<file path="src/hdl/memtest_pkg.sv">
`default_nettype none

package memtest_pkg;

    // ----------------------------------------------------------------------
    // memory geometry
    // ----------------------------------------------------------------------
    localparam int ADDR_W = 10;
    localparam int DATA_W = 16;
    localparam int DEPTH  = 1 << ADDR_W;           // one word per address.

    typedef logic [ADDR_W-1:0] addr_t;
    typedef logic [DATA_W-1:0] word_t;

    // ----------------------------------------------------------------------
    // expected pattern
    // ----------------------------------------------------------------------
    // Every word should read back as its own address.
    // The bits above the address are always zero.
    localparam int PAD_W = DATA_W - ADDR_W;
    localparam logic [PAD_W-1:0] PAD = '0;          // upper bits of every good word.

endpackage

`default_nettype wire

</file>
<file path="src/hdl/report_pkg.sv">
`default_nettype none

package report_pkg;

    localparam int BYTE_W = 8;

    typedef logic [BYTE_W-1:0] byte_t;
    typedef logic [7:0]        cnt_t;             // error count, saturates.
    typedef logic [2:0]        idx_t;             // byte position inside a record.

    localparam cnt_t CNT_MAX = 8'hff;

    // ----------------------------------------------------------------------
    // record layout
    // ----------------------------------------------------------------------
    localparam byte_t ERR_MARK  = 8'hee;
    localparam byte_t DONE_MARK = 8'hdd;
    localparam int    ERR_LEN   = 7;              // mark, address, expected, actual.
    localparam int    DONE_LEN  = 2;              // mark and count.

endpackage

`default_nettype wire

</file>
<file path="src/hdl/error_reporter.sv">
`timescale 1ns/100ps
`default_nettype none

module error_reporter (
    input  logic               clk,
    input  logic               rst_n,
    input  logic               err_event,
    input  logic               done_event,
    input  memtest_pkg::addr_t err_addr,
    input  memtest_pkg::word_t err_expected,
    input  memtest_pkg::word_t err_actual,
    input  report_pkg::cnt_t   err_count,
    output logic               tx_valid,
    output report_pkg::byte_t  tx_byte,
    input  logic               tx_accepted,
    output logic               report_idle
);
    import memtest_pkg::*;
    import report_pkg::*;

    logic  active;
    logic  is_err;                                // error record, else done record.
    idx_t  idx;
    idx_t  last_idx;
    word_t lat_addr;
    word_t lat_exp;
    word_t lat_act;
    cnt_t  lat_cnt;

    assign last_idx = is_err ? idx_t'(ERR_LEN - 1) : idx_t'(DONE_LEN - 1);

    always_ff @(posedge clk or negedge rst_n) begin
        if (!rst_n) begin
            active <= 1'b0;
            is_err <= 1'b0;
            idx    <= '0;
        end else if (!active) begin
            if (err_event || done_event) begin
                active <= 1'b1;
                is_err <= err_event;
                idx    <= '0;
            end
        end else if (tx_accepted) begin
            if (idx == last_idx) begin
                active <= 1'b0;
            end else begin
                idx <= idx + 1'b1;
            end
        end
    end

    always_ff @(posedge clk) begin
        if (!active && (err_event || done_event)) begin
            lat_addr <= {PAD, err_addr};          // high byte padded with zeros.
            lat_exp  <= err_expected;
            lat_act  <= err_actual;
            lat_cnt  <= err_count;
        end
    end

    // ----------------------------------------------------------------------
    // byte select, high byte first
    // ----------------------------------------------------------------------
    always_comb begin
        if (is_err) begin
            case (idx)
                3'd0:    tx_byte = ERR_MARK;
                3'd1:    tx_byte = lat_addr[15:8];
                3'd2:    tx_byte = lat_addr[7:0];
                3'd3:    tx_byte = lat_exp[15:8];
                3'd4:    tx_byte = lat_exp[7:0];
                3'd5:    tx_byte = lat_act[15:8];
                default: tx_byte = lat_act[7:0];
            endcase
        end else begin
            tx_byte = (idx == '0) ? DONE_MARK : lat_cnt;
        end
    end

    assign tx_valid    = active;
    assign report_idle = !active;

endmodule

`default_nettype wire

</file>
<file path="config.mk">
export PLATFORM = sky130hd
export DESIGN_NAME = error_reporter
export DESIGN_NICKNAME = d
export VERILOG_FILES = /design/src/hdl/memtest_pkg.sv /design/src/hdl/report_pkg.sv /design/src/hdl/error_reporter.sv
export SDC_FILE = /design/constraint.sdc
export NUM_CORES = 1
export LEC_CHECK = 0
export BUFFER_PORTS_ARGS = -buffer_cell sky130_fd_sc_hd__buf_4
export CAP_MARGIN = 20
export CORE_AREA = 2 2 84 86
export DETAILED_ROUTE_END_ITERATION = 10
export DIE_AREA = 0 0 86 88
export MAX_ROUTING_LAYER = met4
export SLEW_MARGIN = 5
export SYNTH_ARGS = -nofsm -noshare
export SYNTH_HDL_FRONTEND = slang
export SYNTH_SLANG_ARGS = --single-unit
</file>
<file path="constraint.sdc">
create_clock -name clk -period 8.3 [get_ports clk]
set_input_delay 0.415 -clock clk [delete_from_list [all_inputs] [get_ports clk]]
set_output_delay 0.415 -clock clk [all_outputs]
set_load 0.02 [all_outputs]
</file>
==> results of run 1 <==
[worst min path at each step]
stage | startpoint | endpoint | cells after the start
floorplan | rst_n | idx[0] | 0
global placement | rst_n | is_err | 1
detailed placement | rst_n | tx_valid | 1
CTS | err_actual[5] | lat_act[5] | 1
global route | err_addr[0] | lat_addr[0] | 1
finish | err_addr[4] | lat_addr[4] | 1
[area by class of cell]
cell class / count / area (um^2) / area share (%)
inverter: 6 / 22.5 / 0.768
multi-input combinational: 80 / 573 / 19.5
sequential: 55 / 1630 / 55.5
clock buffer: 5 / 68.8 / 2.35
tap: 80 / 100 / 3.41
timing repair buffer: 66 / 498 / 17.0
clock inverter: 3 / 42.5 / 1.45
[cell families after synthesis]
family                   after synthesis
AND/OR/NAND/NOR                       33
flip-flops                            55
buffers and inverters                 15
AO/OA/AOI/OAI                         39
multiplexers                           3
adder cells (fa/ha/maj)                5
[sequential cells by signal, indices dropped and copies added, names as in the netlist]
signal    count
lat_act      16
lat_exp      16
lat_addr     10
lat_cnt       8
idx           3
is_err        1
tx_valid      1
[power groups by stage]
stage	Sequential (mW)	Combinational (mW)	Clock (mW)
finish	0.406	0.400	0.175
floorplan	0.390	0.300	0
CTS	0.407	0.407	0.179
detailed placement	0.414	0.405	0
global route	0.414	0.441	0.189
global placement	0.413	0.402	0
[layout by cell type, fill, tap and decap left out, types with 4 or more instances in the layout]
| master | count |
|---|---|
| sky130_fd_sc_hd__a22oi_1 | 6 |
| sky130_fd_sc_hd__inv_1 | 6 |
| sky130_fd_sc_hd__buf_4 | 65 |
| sky130_fd_sc_hd__ha_1 | 5 |
| sky130_fd_sc_hd__a21oi_1 | 4 |
| sky130_fd_sc_hd__o21ai_1 | 5 |
| sky130_fd_sc_hd__nor2_1 | 8 |
| sky130_fd_sc_hd__o22ai_1 | 4 |
| sky130_fd_sc_hd__edfxtp_1 | 50 |
| sky130_fd_sc_hd__dfrtp_1 | 5 |
| sky130_fd_sc_hd__and3_1 | 6 |
| sky130_fd_sc_hd__a32oi_1 | 5 |
| sky130_fd_sc_hd__nand2_1 | 5 |
| sky130_fd_sc_hd__clkbuf_8 | 5 |
[stage by stage]
| step | power, mW | setup slack, ps |
|---|---|---|
| finish | 0.982 | 5210 |
| global route | 1.04 | 5040 |
| CTS | 0.993 | 5180 |
| detailed placement | 0.819 | 5530 |
| global placement | 0.815 | 5580 |
| floorplan | 0.691 | 5200 |
[metal layers]
metal | up-vias | track usage (%)
li1 | 711 | -
met1 | 675 | 18.7
met2 | 46 | 19.6
met3 | 2 | 3.49
met4 | 0 | 2.60
met5 | - | -
==> flow_summary.rst, run 1 <==
.. list-table::
   :header-rows: 1

   * - Metric
     - Value
   * - Setup TNS after final layout
     - 0 ps
   * - Start of the worst register-to-register path
     - is_err
   * - Worst-path cell with the longest stage delay
     - sky130_fd_sc_hd__or4_4
   * - Worst reg2reg path endpoint
     - idx[2]
   * - Count of warnings emitted by yosys
     - 0
   * - Largest family of logic cells by synthesized area
     - compound AO/OA/AOI/OAI gates
   * - H-tree Lvls
     - 2
   * - Vias
     - approximately 1400
   * - Wire per inst
     - around 16 um
   * - Post-cts resize count
     - 0
   * - Instance area at placement
     - 0.00281 mm^2
   * - Clock network latency to the later pin of the worst-skew pair
     - 300 ps
   * - Period minus WS final
     - between 3000 and 4000 ps
   * - Number of nets in the synthesized netlist
     - 210
   * - Required arrival time at the worst endpoint
     - slightly below 8000 ps
   * - Max FO, Critical Path
     - 18
   * - Crit. End Element
     - primary output
   * - Buffer count from post-CTS setup fixing
     - 0
   * - Actual transition at the worst max-transition pin
     - between 600 and 700 ps
   * - Post-Synth Simple-Gate Area
     - approximately 8.2%
   * - Min-Delay Path Class
     - primary input to flop
   * - Final hold violations
     - 0
   * - Starting DRC count in detailed routing
     - 90
   * - Post-layout utilization of the core
     - 44.1%
   * - Bufs and invs on worst path
     - 2
   * - Sequential element share of the synthesized area
     - 71.8%
   * - Clock group share of total power
     - between 10% and 20%
   * - Most common cell in the netlist
     - sky130_fd_sc_hd__edfxtp_1
   * - Number of DRC violations after detailed routing
     - 0
   * - PwrDens
     - 335 mW/mm^2
   * - Worst Setup EP
     - tx_byte[5]
   * - Highest Signal Layer
     - met4
   * - Antenna fix cells
     - 0
   * - Wire length the detailed router placed on met1
     - 2260 um
   * - Endpoint arrival time on the critical path
     - approximately 2700 ps
   * - Height of the chip
     - between 80 and 90 um
   * - Design area
     - roughly 0.003 mm^2
   * - Max cap viols
     - 0
   * - Width of the die
     - 86 um
   * - Initial Utilization
     - 34.1%
   * - Setup violators final
     - 0
   * - Total length of routed met3 wires
     - between 200 and 300 um
   * - Clk_skew
     - around 7.4 ps
   * - Synth unique cells
     - 35
   * - Run status
     - completed
   * - Beginning of the critical path
     - idx[2]
   * - Antenna violations before repair
     - 0
   * - Main synth FF type
     - sky130_fd_sc_hd__edfxtp_1
   * - Combinational Power Share
     - 40.8%
   * - PortBufs
     - 64
   * - VDD IR-drop max
     - 0.112 mV
   * - Share of cells above drive strength 1
     - 35.3%
   * - Worst path depth
     - 6
   * - Post-Synthesis Mean Instance Area
     - 15.1 um^2
   * - Maximum single-stage delay on the critical path
     - 680 ps
   * - Clk sinks
     - 55
   * - Gate family responsible for the most delay along the worst path
     - simple AND/OR/NAND/NOR gates
   * - Cells along the critical path
     - inv_1 -> ha_1 -> or4_4 -> o2111ai_1 -> a21o_1 -> buf_4
   * - Root Buffer
     - sky130_fd_sc_hd__clkbuf_8
   * - Count of antenna-violating nets left after detailed routing
     - 0
   * - Worst-case reg-to-reg path depth
     - 4
   * - RSZ-0062 raised after global routing
     - false
   * - First-pass detailed-route iteration total
     - 5
   * - Fraction of power consumed by sequential logic
     - between 40% and 50%
   * - CP Launch Type
     - flop
   * - Area of the die
     - between 0.007 and 0.008 mm^2
   * - Net switching component of the power
     - around 0.35 mW
   * - Pin count of the biggest net entering global routing
     - 51
   * - Cell area after synthesis
     - roughly 0.0023 mm^2
   * - Post-synthesis cell type with the largest combined area
     - sky130_fd_sc_hd__edfxtp_1
   * - Max Fclk
     - ~320 MHz
   * - Cell Rows
     - 30
   * - Fraction of post-synthesis cell area in the top cell type by area
     - between 60 and 70%
   * - Hold buffer count at cts
     - 1
   * - Leading post-synthesis cells by instance count
     - sky130_fd_sc_hd__edfxtp_1, sky130_fd_sc_hd__nor2_1, sky130_fd_sc_hd__a22oi_1, sky130_fd_sc_hd__and3_1, sky130_fd_sc_hd__inv_1
   * - Placer congestion estimate
     - between 0.8 and 0.9
   * - Total overflow reported by the global router
     - 0
   * - Net count, final
     - ~270
   * - Async set or reset register ratio after synthesis
     - 9.09%
   * - Category of the most critical setup path
     - flop to primary output
   * - Cell count after synthesis
     - 150
   * - CTS clk-pin slew, worst paths
     - approximately 100 ps
   * - Fillcell total
     - 615
   * - Top area cells in the synthesized netlist
     - sky130_fd_sc_hd__edfxtp_1, sky130_fd_sc_hd__dfrtp_1, sky130_fd_sc_hd__ha_1, sky130_fd_sc_hd__a22oi_1, sky130_fd_sc_hd__a32oi_1
   * - Global-route wire length before repair
     - about 7400 um
   * - Clock tree from TritonCTS
     - done
   * - Switching part of the total power
     - 35.7%
   * - Non-filler instance count after layout
     - 295
   * - Complex-gate fraction of the synthesized area
     - 12.7%
   * - Post-detailed-placement half-perimeter wirelength
     - between 3000 and 4000 um
   * - Io pins
     - 65
   * - Fraction of the mapped netlist area in adder cells
     - ~2.8%
   * - #FFs+latches synth
     - 55
   * - Bufs on Longest Clock Path
     - 2
   * - Number of global-route vias before repair
     - ~1500
   * - Total wire length
     - roughly 4700 um
   * - Total internal power
     - 0.632 mW
   * - Reported leakage power
     - 1.15 nW
   * - Number of vias per cell
     - around 5
   * - Hold slack
     - between 200 and 300 ps
   * - Max-slew headroom at the worst pin
     - roughly three fifths
   * - Area grow syn2layout
     - 29.4%
   * - Worst reg2reg setup slack
     - 6500 ps
   * - Routed wire length on met2
     - between 2000 and 2500 um
   * - Portion of the clock cycle consumed by the worst path in the final layout
     - 37.2%
   * - DP Cell Count
     - 286
   * - Share of synthesized area spent on multiplexers
     - 1.33%
   * - Final-report max-slew violation count
     - 0
   * - Post-synthesis share of cell area spent on xor and xnor gates
     - 0%
   * - TritonCTS buffer count
     - 5
   * - Post-synth EDFFs
     - 50
   * - Core area
     - approximately 0.0066 mm^2
   * - Total GRT Usage
     - 13.3%
No activity file was read; power rests on OpenSTA's default activity.
==> run 2: changes to the inputs <==
- clock period: 8.3 -> 3 ns (I/O delays scaled with it)
==> run 2 against run 1 <==
  * First-iteration DRC count increased by 51%
  * Sequential cell count unchanged
  * Setup slack got worse by 4900 ps
  * Largest cell class unchanged
==> flow_summary.rst, run 2 (synthesis results as in run 1) <==
.. list-table::
   :header-rows: 1

   * - Metric
     - Value
   * - Starting DRC count in detailed routing
     - around 140
   * - Final hold violations
     - 0
   * - Most common library cell in the layout ignoring fill and taps
     - sky130_fd_sc_hd__buf_4
   * - Pin count of the biggest net entering global routing
     - roughly 50
   * - Antenna fix cells
     - 0
   * - Bufs and invs on worst path
     - 1
   * - Post-detailed-placement half-perimeter wirelength
     - approximately 3500 um
   * - Worst-path cell with the longest stage delay
     - sky130_fd_sc_hd__or4_4
   * - Launch point of the worst hold path
     - err_actual[5]
   * - Fillcell total
     - roughly 570
   * - Total GRT Usage
     - between 10 and 15%
   * - Initial Utilization
     - roughly a third
   * - Largest registers
     - lat_act x16, lat_exp x16, lat_addr x10
   * - Io pins
     - 65
   * - Clock tree from TritonCTS
     - done
   * - Cells along the critical path
     - ha_1 -> ha_1 -> or4_4 -> and3_1 -> o22ai_1 -> buf_4
   * - Period minus WS final
     - 2640 ps
   * - Setup violators final
     - 0
   * - Most frequent cell on the critical path
     - sky130_fd_sc_hd__ha_1
   * - Number of vias per cell
     - approximately 4.9
   * - Root Buffer
     - sky130_fd_sc_hd__clkbuf_8
   * - Start of the worst register-to-register path
     - is_err
   * - Post-cts resize count
     - 0
   * - PortBufs
     - 64
   * - Bufs on Longest Clock Path
     - 2
   * - Count of antenna-violating nets left after detailed routing
     - 0
   * - Actual transition at the worst max-transition pin
     - roughly 690 ps
   * - Max FO, Critical Path
     - 15
   * - Portion of the clock cycle consumed by the worst path in the final layout
     - approximately nine tenths
   * - Number of global-route vias before repair
     - roughly 1600
   * - Beginning of the critical path
     - idx[0]
   * - RSZ-0062 raised after global routing
     - false
   * - Leading cell types in the layout, fill and taps excluded
     - sky130_fd_sc_hd__buf_4, sky130_fd_sc_hd__edfxtp_1, sky130_fd_sc_hd__dlygate4sd3_1
   * - PwrDens
     - 874 mW/mm^2
   * - Cell Rows
     - 30
   * - Maximum single-stage delay on the critical path
     - approximately 700 ps
   * - TritonCTS buffer count
     - 5
   * - H-tree Lvls
     - 2
   * - Total overflow reported by the global router
     - 0
   * - First-pass detailed-route iteration total
     - 4
   * - Instance area at placement
     - 0.00282 mm^2
   * - Max Fclk
     - about 380 MHz
   * - Gate family responsible for the most delay along the worst path
     - simple AND/OR/NAND/NOR gates
   * - Wire per inst
     - 15.5 um
   * - Area grow syn2layout
     - 42.0%
   * - Post-layout utilization of the core
     - 48.4%
   * - Category of the most critical setup path
     - flop to primary output
   * - Net count, final
     - just over 300
   * - Global-route wire length before repair
     - 7890 um
   * - Endpoint arrival time on the critical path
     - 2490 ps
   * - Reported leakage power
     - 1.27 nW
   * - Vias
     - 1569
   * - Crit. End Element
     - primary output
   * - Final-report max-slew violation count
     - 0
   * - VDD IR-drop max
     - 0.319 mV
   * - Width of the die
     - approximately 86 um
   * - Height of the chip
     - just under 90 um
   * - Setup TNS after final layout
     - 0 ps
   * - CP Launch Type
     - flop
   * - Number of DRC violations after detailed routing
     - 0
   * - Placer congestion estimate
     - between 0.8 and 0.9
   * - Area of the die
     - 0.00757 mm^2
   * - Antenna violations before repair
     - 0
   * - Buffer count from post-CTS setup fixing
     - 0
   * - CTS clk-pin slew, worst paths
     - 100 ps
   * - Core area
     - between 0.006 and 0.007 mm^2
   * - Total wire length
     - around 5000 um
   * - Max-slew headroom at the worst pin
     - between 50% and 60%
   * - Run status
     - completed
   * - Required arrival time at the worst endpoint
     - roughly 2900 ps
   * - Share of cells above drive strength 1
     - approximately a third
   * - Design area
     - between 0.003 and 0.004 mm^2
   * - Min-Delay Path Class
     - primary input to flop
   * - Hold buffer count at cts
     - 14
   * - Clk sinks
     - 55
   * - Clock network latency to the later pin of the worst-skew pair
     - approximately 310 ps
   * - Sum of internal, switching and leakage power
     - between 2 and 3 mW
   * - Max cap viols
     - 0
   * - Clk_skew
     - between 15 and 20 ps
==> run 2: changes by cell type in the layout (fill, tap and decap cells not counted) <==
| cell | before | now |
|---|---|---|
| sky130_fd_sc_hd__buf_4 | 65 | 66 |
| sky130_fd_sc_hd__clkinv_1 | 1 | 0 |
| sky130_fd_sc_hd__dlygate4sd3_1 | 1 | 28 |
| sky130_fd_sc_hd__inv_8 | 0 | 1 |
==> run 2: cell type report <==
type	count	area [um^2]	area share, %
Multi-Input combinational cell	80	573	17.8
Inverter	6	22.5	0.700
Sequential cell	55	1630	50.6
Tap cell	80	100	3.11
Clock buffer	5	68.8	2.14
Clock inverter	3	50.0	1.56
Timing Repair Buffer	94	776	24.1
==> run 2: routing by layer <==
metal	vias up	global-route usage, %	wire (um)
li1	768	-	-
met1	732	19.9	2390
met2	60	19.9	2250
met3	9	3.49	268
met4	0	5.19	91
met5	-	-	0
==> run 2: final timing paths <==
check / depth (start not counted) / slack (ps) / to
max reg2reg: 4 / 1260 / idx[2]
max in group asynchronous: 2 / 2710 / idx[2]
max: 6 / 360 / tx_byte[4]
min reg2reg: 2 / 640 / idx[2]
min: 1 / 10 / lat_act[5]
min in group asynchronous: 2 / 170 / idx[0]
==> run 2: report_power, final <==
group / internal, mW / total, mW / switching (mW) / leakage (nW)
sequential: 1.00 / 1.09 / 0.0914 / 0.511
clock: 0.258 / 0.508 / 0.251 / 0.0607
combinational: 0.529 / 1.21 / 0.680 / 0.701
total: 1.79 / 2.81 / 1.02 / 1.27
==> run 2: through the flow <==
stage | cells | hold slack (ps) | worst slack [ps]
floorplan | 150 | -146 | 524
global placement | 287 | -42.0 | 783
detailed placement | 287 | -43.0 | 701
CTS | 309 | 0.0330 | 346
global route | 323 | -3.16 | 178
finish | 323 | 14.4 | 358
==> run 3: changes to the inputs <==
- ABC_AREA: unset -> 1
- CORE_AREA: 2 2 84 86 -> 2 2 87 89
- DIE_AREA: 0 0 86 88 -> 0 0 89 91
==> run 3 against run 2 <==
  * Count of clock-buffer cells in the layout stayed put
  * Register-to-register slack about the same
  * Combinational power is 16% higher
  * Critical endpoint is now tx_byte[2]
  * Clock skew decreased by 10 ps
  * Sequential cell count is the same
  * Total power increased by 9.2%
  * Global-route usage decreased by 0.71 points
  * Worst hold slack worse by 3.4 ps
  * Via count grew 15%
  * First-iteration DRC count shrank 15%
  * Maximum frequency rose by 16%
  * Largest power group unchanged
==> flow_summary.rst, run 3 <==
.. list-table::
   :header-rows: 1

   * - Metric
     - Value
   * - Total GRT Usage
     - 13.5%
   * - Actual transition at the worst max-transition pin
     - around 540 ps
   * - Final hold violations
     - 0
   * - Instance area at placement
     - between 0.003 and 0.004 mm^2
   * - Post-Synthesis Mean Instance Area
     - between 10 and 15 um^2
   * - Max FO, Critical Path
     - 19
   * - Cell area after synthesis
     - between 0.002 and 0.0025 mm^2
   * - Maximum single-stage delay on the critical path
     - 340 ps
   * - Design area
     - around 0.0035 mm^2
   * - Max Fclk
     - 440 MHz
   * - Main synth FF type
     - sky130_fd_sc_hd__edfxtp_1
   * - Async set or reset register ratio after synthesis
     - 9.09%
   * - Count of antenna-violating nets left after detailed routing
     - 0
   * - Multi-input gate area in the final layout
     - 699 um^2
   * - Core area
     - just over 0.007 mm^2
   * - Leading cell types in the layout, fill and taps excluded
     - sky130_fd_sc_hd__buf_4, sky130_fd_sc_hd__nand2_1, sky130_fd_sc_hd__edfxtp_1
   * - Clk_skew
     - 5.11 ps
   * - Minimum setup slack in the final design
     - just over 700 ps
   * - Fraction of post-synthesis cell area in the top cell type by area
     - between 60 and 70%
   * - First-pass detailed-route iteration total
     - 4
   * - PwrDens
     - 878 mW/mm^2
   * - Fillcell total
     - roughly 670
   * - Number of nets in the synthesized netlist
     - 287
   * - CP Launch Type
     - flop
   * - Synth unique cells
     - 22
   * - Area grow syn2layout
     - 42.3%
   * - Bufs on Longest Clock Path
     - 2
   * - Leading post-synthesis cells by instance count
     - sky130_fd_sc_hd__nand2_1, sky130_fd_sc_hd__edfxtp_1, sky130_fd_sc_hd__nor2_1
   * - Antenna fix cells
     - 0
   * - Starting DRC count in detailed routing
     - ~120
   * - Placer congestion estimate
     - about 0.9
   * - Setup violators final
     - 0
   * - Number of vias per cell
     - about 4.3
   * - Initial Utilization
     - around a third
   * - Portion of the clock cycle consumed by the worst path in the final layout
     - between 70% and 80%
   * - Cells along the critical path
     - buf_4 -> inv_8 -> ha_1 -> nor2_4 -> nand3_4 -> nor2_2 -> nor2_1 -> nand2_1 -> nand2_1 -> buf_4
   * - Top area cells in the synthesized netlist
     - sky130_fd_sc_hd__edfxtp_1, sky130_fd_sc_hd__nand2_1, sky130_fd_sc_hd__nand3_1, sky130_fd_sc_hd__dfrtp_1, sky130_fd_sc_hd__nor2_1
   * - Crit. End Element
     - primary output
   * - Worst path depth
     - 10
   * - H-tree Lvls
     - 2
   * - Antenna violations before repair
     - 0
   * - Period minus WS final
     - between 2000 and 2500 ps
   * - Clk sinks
     - between 50 and 60
   * - TritonCTS buffer count
     - 5
   * - Vias
     - 1807
   * - Global-route wire length before repair
     - ~8000 um
   * - Setup TNS after final layout
     - 0 ps
   * - Gate family responsible for the most delay along the worst path
     - simple AND/OR/NAND/NOR gates
   * - Number of global-route vias before repair
     - 1581
   * - Cell count after synthesis
     - around 230
   * - Endpoint arrival time on the critical path
     - between 2000 and 2500 ps
   * - Post-detailed-placement half-perimeter wirelength
     - approximately 3700 um
   * - Net count, final
     - 385
   * - Max-slew headroom at the worst pin
     - between 60% and 70%
   * - Clock network latency to the later pin of the worst-skew pair
     - around 310 ps
   * - Most common library cell in the layout ignoring fill and taps
     - sky130_fd_sc_hd__buf_4
   * - Area of the die
     - 0.00810 mm^2
   * - Final-report max-slew violation count
     - 0
   * - Clock tree from TritonCTS
     - done
   * - Area used by sequential logic in the layout
     - 0.00163 mm^2
   * - Required arrival time at the worst endpoint
     - between 2000 and 3000 ps
   * - Pin count of the biggest net entering global routing
     - 29
   * - Number of DRC violations after detailed routing
     - 0
   * - Placement-stage worst setup slack
     - around 1100 ps
   * - Cell Rows
     - 31
   * - Reported leakage power
     - 1.51 nW
   * - Buffer count from post-CTS setup fixing
     - 0
   * - Width of the die
     - approximately 90 um
   * - Max cap viols
     - 0
   * - Count of warnings emitted by yosys
     - 0
   * - Post-synthesis cell type with the largest combined area
     - sky130_fd_sc_hd__edfxtp_1
   * - Worst-case reg-to-reg path depth
     - 4
   * - Largest registers
     - lat_act x16, lat_exp x16, lat_addr x10
   * - #FFs+latches synth
     - 55
   * - Sequential element share of the synthesized area
     - about two thirds
   * - Root Buffer
     - sky130_fd_sc_hd__clkbuf_8
   * - Wire per inst
     - ~12 um
   * - Io pins
     - 65
   * - PortBufs
     - 64
   * - VDD IR-drop max
     - 0.290 mV
   * - Most common cell in the netlist
     - sky130_fd_sc_hd__nand2_1
   * - Hold Path Depth
     - 1
   * - Worst-path cell with the longest stage delay
     - sky130_fd_sc_hd__dfrtp_1
   * - Total overflow reported by the global router
     - 0
   * - Height of the chip
     - 91 um
   * - Post-layout utilization of the core
     - about half
   * - Min-Delay Path Class
     - primary input to flop
   * - Post-synth EDFFs
     - 50
   * - Share of cells above drive strength 1
     - about a quarter
   * - Run status
     - completed
   * - RSZ-0062 raised after global routing
     - false
   * - Bufs and invs on worst path
     - 3
   * - CTS clk-pin slew, worst paths
     - roughly 90 ps
   * - Category of the most critical setup path
     - flop to primary output
   * - Total wire length
     - between 5000 and 6000 um
[run 3: cells by family (layout without fill, tap and decap cells)]
group | count (synthesis) | after routing | share of synthesized area [%]
flops | 55 | 55 | 66.2
fa+ha+maj | 5 | 5 | 2.55
buf+inv | 27 | 126 | 5.35
simple gates | 130 | 130 | 23.9
compound gates | 10 | 10 | 2.04
[run 3: report_power, final]
group	total [mW]	internal [mW]	switching [mW]
combinational	1.40	0.526	0.873
sequential	1.09	1.03	0.0689
clock	0.576	0.333	0.244
total	3.07	1.88	1.19
[run 3: layout make-up]
type                    instances  area share, %
clock buffers                   5           1.97
clock inverters                 3           1.93
inverters                      20           2.36
multi-input cells             145           20.0
flip-flops and latches         55           46.5
well taps                      99           3.54
repair buffers                 98           23.7
[run 3: metal layers]
| layer | up-vias | global-route usage, % | wire length, um |
|---|---|---|---|
| met2 | 43 | 19.7 | 2430 |
| met1 | 810 | 18.7 | 2480 |
| met4 | 0 | 4.85 | 85 |
| met3 | 7 | 2.73 | 229 |
| met5 | - | - | 0 |
| li1 | 947 | - | - |
[run 3: worst paths after layout]
kind | start | endpoint | slack, ps
max in group asynchronous | rst_n | idx[1] | 2720
min in group asynchronous | rst_n | idx[0] | 170
worst min register to register | idx[0] | idx[0] | 590
worst min-delay path | err_count[4] | lat_cnt[4] | 10
worst max register to register | tx_valid | lat_exp[15] | 1250
worst max-delay path | idx[2] | tx_byte[2] | 730
[run 3: stage by stage]
step,power [mW],hold slack (ps),cells
after global routing,3.30,-1.27,425
after floorplan,2.07,-146,227
after global placement,2.48,-39.8,385
final,3.07,11.0,425
after CTS,3.09,0.789,404
after detailed placement,2.49,-42.6,385
[run 3: what timing repair did]
| action | CTS | global route |
|---|---|---|
| setup endpoints to repair | 0 | 0 |
| resized for setup | 0 | 0 |
| endpoints found under the hold margin | 15 | 21 |
| hold buffers | 11 | 21 |
[run 3: worst register-to-register path, delay by kind of cell (launching register included)]
kind	cells	cell delay (ps)
AO/OA/AOI/OAI	1	130
buffers and inverters	3	880
flip-flops	1	440
